`src/hw/quant_config.svh`:
```
/*
 * Configuration macros for the 4x4 transform and quantize stage
 *   block geometry and sample widths
 *   quantizer shift and level clamp
 *   coefficient FIFO depth
 */

`ifndef QUANT_CONFIG_SVH
`define QUANT_CONFIG_SVH

// Block geometry
`define QB_NCOEF      16
`define QB_RES_W      9
`define QB_COEF_W     16

// Quantizer arithmetic
`define QB_QSHIFT     17
`define QB_MAX_LEVEL  2047

// Buffering between transform and quantizer, power of two
`define QB_FIFO_DEPTH 4

`endif

```
`src/hw/quant_pkg.sv`:
```
/*
 * Shared types for the transform and quantize stage
 *   residual sample and coefficient scalars
 *   residual and coefficient blocks in raster order
 *   per-position quantization matrix
 *   quantizer result bundle
 */

`include "quant_config.svh"

package quant_pkg;

    // --------------------
    // Scalars
    // --------------------
    typedef logic signed [`QB_RES_W-1:0]  res_smp_t;
    typedef logic signed [`QB_COEF_W-1:0] coef_t;

    // --------------------
    // Blocks
    // --------------------

    // Element 0 is the top left sample, sits in the low bits
    typedef struct packed {
        res_smp_t [`QB_NCOEF-1:0] s;
    } res_blk_t;

    typedef struct packed {
        coef_t [`QB_NCOEF-1:0] c;
    } coef_blk_t;

    // Quantizer settings, one entry per raster position
    typedef struct packed {
        logic [`QB_NCOEF-1:0][15:0] q;
        logic [`QB_NCOEF-1:0][15:0] iq;
        logic [`QB_NCOEF-1:0][31:0] bias;
        logic [`QB_NCOEF-1:0][31:0] zthresh;
        logic [`QB_NCOEF-1:0][15:0] sharpen;
    } quant_mtx_t;

    // Levels go out in zigzag order, recon stays raster
    typedef struct packed {
        coef_blk_t levels;
        coef_blk_t recon;
        logic      nz;
    } quant_res_t;

endpackage

```
`src/hw/block_fifo.sv`:
```
/*
 * Coefficient block FIFO
 *   circular buffer with read and write pointers and a count
 *   registered read port, data valid the cycle after pop
 *   pushes while full are dropped and latch a sticky overflow
 */

`include "quant_config.svh"

module block_fifo
    import quant_pkg::*;
(
    input  logic      clk,
    input  logic      rst_n,
    input  logic      push_i,
    input  coef_blk_t wr_i,
    input  logic      pop_i,
    output coef_blk_t rd_o,
    output logic      rd_vld_o,
    output logic      empty_o,
    output logic      full_o,
    output logic      overflow_o
);

    localparam int PTR_W = $clog2(`QB_FIFO_DEPTH);

    coef_blk_t        mem [`QB_FIFO_DEPTH];
    logic [PTR_W-1:0] wr_ptr;
    logic [PTR_W-1:0] rd_ptr;
    logic [PTR_W:0]   count;
    logic             wr_en;

    assign full_o  = (count == (PTR_W + 1)'(`QB_FIFO_DEPTH));
    assign empty_o = (count == '0);
    assign wr_en   = push_i && !full_o;

    // --------------------
    // Pointers and flags
    // --------------------
    // Pop is trusted to arrive only when not empty
    always_ff @(posedge clk or negedge rst_n) begin
        if (!rst_n) begin
            wr_ptr     <= '0;
            rd_ptr     <= '0;
            count      <= '0;
            rd_vld_o   <= 1'b0;
            overflow_o <= 1'b0;
        end else begin
            rd_vld_o <= pop_i;
            if (wr_en) begin
                wr_ptr <= wr_ptr + 1'b1;
            end
            if (pop_i) begin
                rd_ptr <= rd_ptr + 1'b1;
            end
            case ({wr_en, pop_i})
                2'b10:   count <= count + 1'b1;
                2'b01:   count <= count - 1'b1;
                default: count <= count;
            endcase
            if (push_i && full_o) begin
                overflow_o <= 1'b1;
            end
        end
    end

    // Storage and read register
    always_ff @(posedge clk) begin
        if (wr_en) begin
            mem[wr_ptr] <= wr_i;
        end
        if (pop_i) begin
            rd_o <= mem[rd_ptr];
        end
    end

endmodule

```
`config.mk`:
```
export PLATFORM = sky130hd
export DESIGN_NAME = block_fifo
export DESIGN_NICKNAME = d
export VERILOG_FILES = /design/src/hw/quant_pkg.sv /design/src/hw/block_fifo.sv
export VERILOG_INCLUDE_DIRS = /design/src /design/src/hw
export SDC_FILE = /design/constraint.sdc
export NUM_CORES = 1
export LEC_CHECK = 0
export ABC_AREA = 1
export ABC_CLOCK_PERIOD_IN_PS = 22500
export BUFFER_PORTS_ARGS = -buffer_cell sky130_fd_sc_hd__buf_2
export CORE_MARGIN = 2
export CORE_UTILIZATION = 30
export DETAILED_ROUTE_END_ITERATION = 10
export GPL_TIMING_DRIVEN = 0
export PLACE_DENSITY = 0.57
export SETUP_SLACK_MARGIN = 0.4
export SLEW_MARGIN = 15
export SYNTH_ARGS = -nofsm -noshare
export SYNTH_HDL_FRONTEND = slang
export SYNTH_SLANG_ARGS = --single-unit
```
`constraint.sdc`:
```
create_clock -name clk -period 22.5 [get_ports clk]
set_input_delay 4.5 -clock clk [delete_from_list [all_inputs] [get_ports clk]]
set_output_delay 4.5 -clock clk [all_outputs]
set_load 0.005 [all_outputs]
```
==> results of run 1 <==
cell type report:
cell class | instances | area (sq um) | area share
timing repair buffer | 577 | 3960 | 0.0651
inverter | 527 | 1980 | 0.0325
buffer | 171 | 993 | 0.0163
clock buffer | 176 | 3730 | 0.0614
sequential | 1289 | 38700 | 0.636
antenna | 15 | 37.5 | 0.000618
multi-input combinational | 1313 | 7970 | 0.131
tap | 2189 | 2740 | 0.0451
clock inverter | 83 | 709 | 0.0117
flip-flops by register name, indices dropped and copies added (netlist names):
register and count:
mem 1024, rd_o 256, count 3, rd_ptr 2, wr_ptr 2, overflow_o 1
rd_vld_o 1
per-layer routing:
metal | routed length (microns) | part of all wire
met5 | 222 | 0.0017
met4 | 3420 | 0.026
met3 | 8380 | 0.064
met2 | 64100 | 0.49
met1 | 55500 | 0.42
cells by family after synthesis:
kind of cell / count (synthesis) / share of synthesized area
flops: 1289 / 0.780
simple gates: 791 / 0.0601
compound gates: 513 / 0.0978
buf+inv: 698 / 0.0599
fa+ha+maj: 6 / 0.00167
xor+xnor: 3 / 0.000530
cells in the mapped netlist (3+ instances only):
| master | count | area [sq um] |
|---|---|---|
| ha_1 | 5 | 62.6 |
| o211ai_1 | 312 | 2340 |
| inv_1 | 526 | 1970 |
| buf_2 | 122 | 611 |
| edfxtp_1 | 1280 | 38400 |
| clkbuf_1 | 21 | 78.8 |
| nand3_1 | 4 | 20.0 |
| o211ai_2 | 200 | 2500 |
| buf_6 | 25 | 282 |
| buf_4 | 3 | 22.5 |
| nand2_1 | 781 | 2930 |
| dfrtp_1 | 9 | 225 |
| nor2_1 | 4 | 15.0 |
per-stage QoR:
stage	TNS, ns	total power [mW]	hold WS [ns]
6_report	0	8.13	0.465
5_1_grt	0	8.59	0.497
4_1_cts	0	8.28	0.470
3_5_place_dp	0	6.06	0.453
3_3_place_gp	-4065.30	6.22	0.450
2_1_floorplan	0	5.02	0.457
worst min-delay path, stage by stage (launching register included):
cell	delay, ns
dfrtp_1	0.35
inv_1	0.04
nand2_1	0.05
worst min path at each step:
stage	to	cells past startpoint	slack [ns]
final	overflow_o$_DFFE_PN0P_	2	0.46
after global routing	overflow_o$_DFFE_PN0P_	2	0.50
after CTS	overflow_o$_DFFE_PN0P_	2	0.47
after detailed placement	overflow_o$_DFFE_PN0P_	2	0.45
after global placement	overflow_o$_DFFE_PN0P_	2	0.45
after floorplan	overflow_o$_DFFE_PN0P_	2	0.46
power by group through the flow:
stage                     combinational (mW)  sequential, mW  clock [mW]
final                                   2.41            3.51        2.20
after global placement                  2.31            3.91           0
after global routing                    2.68            3.56        2.35
after floorplan                         1.30            3.73           0
after CTS                               2.50            3.52        2.27
after detailed placement                2.49            3.57           0
==> impl_metrics.yaml, run 1 <==
cells_and_area:
  nNetsFinal: 4286
  mostFrequentLayoutCell: "edfxtp_1"
  final-instance-count-excl-fill: 6340
  syn_to_final_growth_pct: 22.6
  fillerInstances: 15500
  stdcell_area_sq_mm: 0.0608
  layout-drive-gt1-share: 0.274
  final_cell_mix: "edfxtp_1, nand2_1, buf_2"
  fin_util: 0.369
worst_setup_path:
  regToRegEndpoint: "mem[3][86]$_DFFE_PP_"
  critPathMaxStageDelay_ns: 0.59
  r2r_slack_ns: 19.18
  reg2reg_from: "count[0]$_DFFE_PN0P_"
  crit_end: "mem[3][86]$_DFFE_PP_"
  worst-path-buf-inv: 8
  path_common_cell: "buf_16"
  cp_cell_sequence: "buf_2, nand2_1, nor2_4, buf_16, buf_12, buf_12, buf_12, buf_16, buf_16, buf_16"
  cp.depth: 10
  slowest_stage: "nor2_4"
  start_kind: "primary input"
  critPathCaptureType: "flip-flop"
  crit_arrival_ns: 6.92
  cpLargestDelayFamily: "buffers and inverters"
  crit_path_max_fanout: 22
  required_ns: 22.98
  rr_worst_depth: 11
  path_class: "in2reg"
  crit_start: "push_i"
power:
  irDropWorstVdd_mv: 0.0761
  p_switching_mw: 2.73
  power.share.switching: 0.336
  pwr_density_cell_mw_per_mm2: 134
  power_frac_comb: 0.296
  p_leak_nw: 23.5
  p_clk_frac: 0.271
  internal_power_mw: 5.40
  seqPwrFrac: 0.432
global_route:
  antenna_found_initial: 53
  grt_use_total: 0.154
  grt_max_degree: 82
  grt.busiest_layer: "met2"
  met1_usage: 0.197
  grt_overflow: 0
  grt_pass1_wl_microns: 189000
  grtUsageMet2: 0.255
  use_met3: 0.0410
  grt_pass1_vias: 27500
logic_synthesis:
  syn-instance-count: 3300
  syn-num-nets: 3566
  ys.flop_type: "edfxtp_1"
  yosysWarnings: 0
  ys_types: 20
  netlist_area_sq_mm: 0.0496
  ys_ff_latch: 1289
  synth_edf_count: 1280
  ys_seq_area_frac: 0.780
  synthesis.area_per_instance_sq_um: 15.0
  async_flop_share: 0.00698
routing:
  routed_wirelength_microns: 132000
  via_per_inst: 4.42
  wl_per_cell_microns: 20.8
  drt_pass1_iterations: 5
  drc: 0
  drt_first_iter_violations: 2111
  vias: 28000
  ant_nets: 0
worst_hold_path:
  min_path_type: "reg2reg"
  min_from: "overflow_o$_DFFE_PN0P_"
clocking:
  cts_tree: "yes"
  clk_pin_slew_ns: 0.06
  clock_latency_ns: 0.80
  holdBufCountCts: 0
  cts_buffers: 141
  cts_root_buf: "clkbuf_16"
  cts_resized: 0
  cts_sinks: 1289
  post_cts_buffers: 0
  cts-htree-levels: 4
  clock_path_buffers: 3
die:
  core_area_sq_mm: 0.165
  num_rows: 149
  dieArea_sq_mm: 0.169
  top_level_ports: 520
  chipWidth_microns: 410
  initial_core_util: 0.301
  die_h_microns: 410
sta:
  rsz0062_at_grt: "no"
  setup_viol: 0
  clock_skew_ns: 0.0518
  final-max-slew-violation-count: 0
  setup_ws_ns: 16.06
  hold_viol_final: 0
  tightest_slew_ns: 0.868
  maxClockFrequency_ghz: 0.155
  relSlewSlack: 0.421
  finalCriticalPeriod_ns: 6.44
  fin_crit_sh: 0.286
place:
  dp_hpwl_microns: 88800
  dpl_cell_area_sq_mm: 0.0563
  routabilityCongestion: 0.748
  port_buffers: 519
  dp_cells: 6066
  place_ws_ns: 15.19
job:
  cap_violations: 0
run_status:
  status: "completed"
Power figures use the tool's default switching activity.
==> run 2: changes to the inputs <==
--- a/config.mk
+++ b/config.mk
@@ -7,7 +7,7 @@
 export NUM_CORES = 1
 export LEC_CHECK = 0
 export ABC_AREA = 1
-export ABC_CLOCK_PERIOD_IN_PS = 22500
+export ABC_CLOCK_PERIOD_IN_PS = 6200
 export BUFFER_PORTS_ARGS = -buffer_cell sky130_fd_sc_hd__buf_2
 export CORE_MARGIN = 2
 export CORE_UTILIZATION = 30
==> constraint.sdc (replaced) <==
create_clock -name clk -period 6.2 [get_ports clk]
set_input_delay 1.24 -clock clk [delete_from_list [all_inputs] [get_ports clk]]
set_output_delay 1.24 -clock clk [all_outputs]
set_load 0.005 [all_outputs]
==> run 2 against run 1 <==
Design area rose by 0.15%. First-iteration DRC count fell by 7.2%. Routed wire length rose by 1.8%. Sequential power rose to 3.6 times the previous value. Flip-flop and latch count did not move. Clock power rose to 3.7 times the previous value. Core utilization rose by 0.057 points. Die area did not move. Combinational power rose to 3.7 times the previous value. Critical path depth did not move. Register-to-register slack got worse by 16 ns. Non-clock buffer count rose by 1. Highest routed layer unchanged.
==> impl_metrics.yaml, run 2 (synthesized netlist as in run 1, its figures left out) <==
sta:
  relSlewSlack: 0.484
  hold_slack_ns: 0.344
  finalCriticalPeriod_ns: 3.22
  hold_viol_final: 0
  maxClockFrequency_ghz: 0.311
  setup_viol: 0
  tightest_slew_ns: 0.774
  rsz0062_at_grt: "no"
  final-max-slew-violation-count: 0
  fin_crit_sh: 0.519
  clock_skew_ns: 0.0270
  setup_ws_ns: 2.98
routing:
  wl_per_cell_microns: 21.1
  via_per_inst: 4.45
  vias: 28200
  drt_first_iter_violations: 1958
  ant_nets: 0
  drt_pass1_iterations: 5
  routed_wirelength_microns: 134000
  drc: 0
clocking:
  clk_pin_slew_ns: 0.06
  clock_path_buffers: 3
  holdBufCountCts: 0
  cts_resized: 0
  cts-htree-levels: 4
  cts_tree: "yes"
  post_cts_buffers: 0
  cts_sinks: 1289
  clock_latency_ns: 0.77
  cts_root_buf: "clkbuf_16"
  cts_buffers: 143
cells_and_area:
  syn_to_final_growth_pct: 22.8
  fin_util: 0.370
  regMostFlops: "mem"
  largest_registers: "mem (1024), rd_o (256), count (3)"
  final_cell_mix: "edfxtp_1, nand2_1, buf_2"
  mostFrequentLayoutCell: "edfxtp_1"
  largest_reg_flops: 1024
  layout-drive-gt1-share: 0.273
  stdcell_area_sq_mm: 0.0609
  nNetsFinal: 4289
place:
  routabilityCongestion: 0.736
  port_buffers: 519
  dpl_cell_area_sq_mm: 0.0563
  dp_hpwl_microns: 90600
  place_ws_ns: 2.23
power:
  pwr_density_cell_mw_per_mm2: 488
  total_power_mw: 29.7
  irDropWorstVdd_mv: 0.282
  p_leak_nw: 23.6
job:
  cap_violations: 0
die:
  num_rows: 149
  core_area_sq_mm: 0.165
  dieArea_sq_mm: 0.169
  chipWidth_microns: 410
  top_level_ports: 520
  initial_core_util: 0.301
  die_h_microns: 410
worst_setup_path:
  rr_worst_depth: 10
  r2r_slack_ns: 2.98
  path_class: "reg2reg"
  crit_start: "count[0]$_DFFE_PN0P_"
  crit_arrival_ns: 3.68
  required_ns: 6.66
  reg2reg_from: "count[0]$_DFFE_PN0P_"
  crit_end: "mem[1][76]$_DFFE_PP_"
  regToRegEndpoint: "mem[1][76]$_DFFE_PP_"
  critPathCaptureType: "flip-flop"
  crit_path_max_fanout: 21
  start_kind: "flip-flop"
global_route:
  grt_max_degree: 75
  grt_overflow: 0
  grt_pass1_vias: 27500
  grt_use_total: 0.156
  antenna_found_initial: 57
  grt_pass1_wl_microns: 190000
run_status:
  status: "completed"
worst_hold_path:
  min_path_type: "in2async"
## run 2: worst min-delay path by stage
stage / endpoint / slack [ns] / start
floorplan: overflow_o$_DFFE_PN0P_ / 0.46 / overflow_o$_DFFE_PN0P_
global route: wr_ptr[1]$_DFFE_PN0P_ / 0.30 / rst_n
detailed placement: overflow_o$_DFFE_PN0P_ / 0.45 / overflow_o$_DFFE_PN0P_
global placement: overflow_o$_DFFE_PN0P_ / 0.45 / overflow_o$_DFFE_PN0P_
CTS: count[2]$_DFFE_PN0P_ / 0.27 / rst_n
finish: count[2]$_DFFE_PN0P_ / 0.34 / rst_n
## run 2: cell type report
cell class / instances / area (sq um)
inverters: 527 / 1980
well taps: 2189 / 2740
diodes: 15 / 37.5
fillers: 15400 / 104000
flip-flops and latches: 1289 / 38700
clock buffers: 170 / 3740
repair buffers: 578 / 3980
clock inverters: 89 / 774
plain buffers: 171 / 993
multi-input cells: 1313 / 7970
## run 2: worst max-delay path, cell delays in order, from the launching register on
cell and delay, ns:
dfrtp_1 0.39, inv_1 0.09, nand3_1 0.14, nand2_1 0.30
nor2_4 0.65, buf_16 0.24, buf_12 0.20, buf_12 0.21
buf_12 0.21, buf_16 0.19, buf_16 0.17
## run 2: per-stage QoR
stage | cells | setup TNS, ns
global placement | 6008 | -9603.00
global route | 6334 | 0
floorplan | 3300 | -2428.88
detailed placement | 6067 | 0
CTS | 6326 | 0
finish | 6341 | 0
## run 2: report_power, final
| part | total [mW] | switching [mW] | internal (mW) |
|---|---|---|---|
| sequential | 12.7 | 0.559 | 12.2 |
| combinational | 8.80 | 5.85 | 2.95 |
| clock | 8.19 | 3.48 | 4.71 |
## run 2: layer usage
layer | global-route usage | vias to the layer above | wire [microns]
li1 | - | 13200 | -
met2 | 0.252 | 772 | 63900
met4 | 0.0558 | 44 | 4130
met1 | 0.197 | 13900 | 56400
met3 | 0.0475 | 274 | 9290
met5 | 0 | - | 262
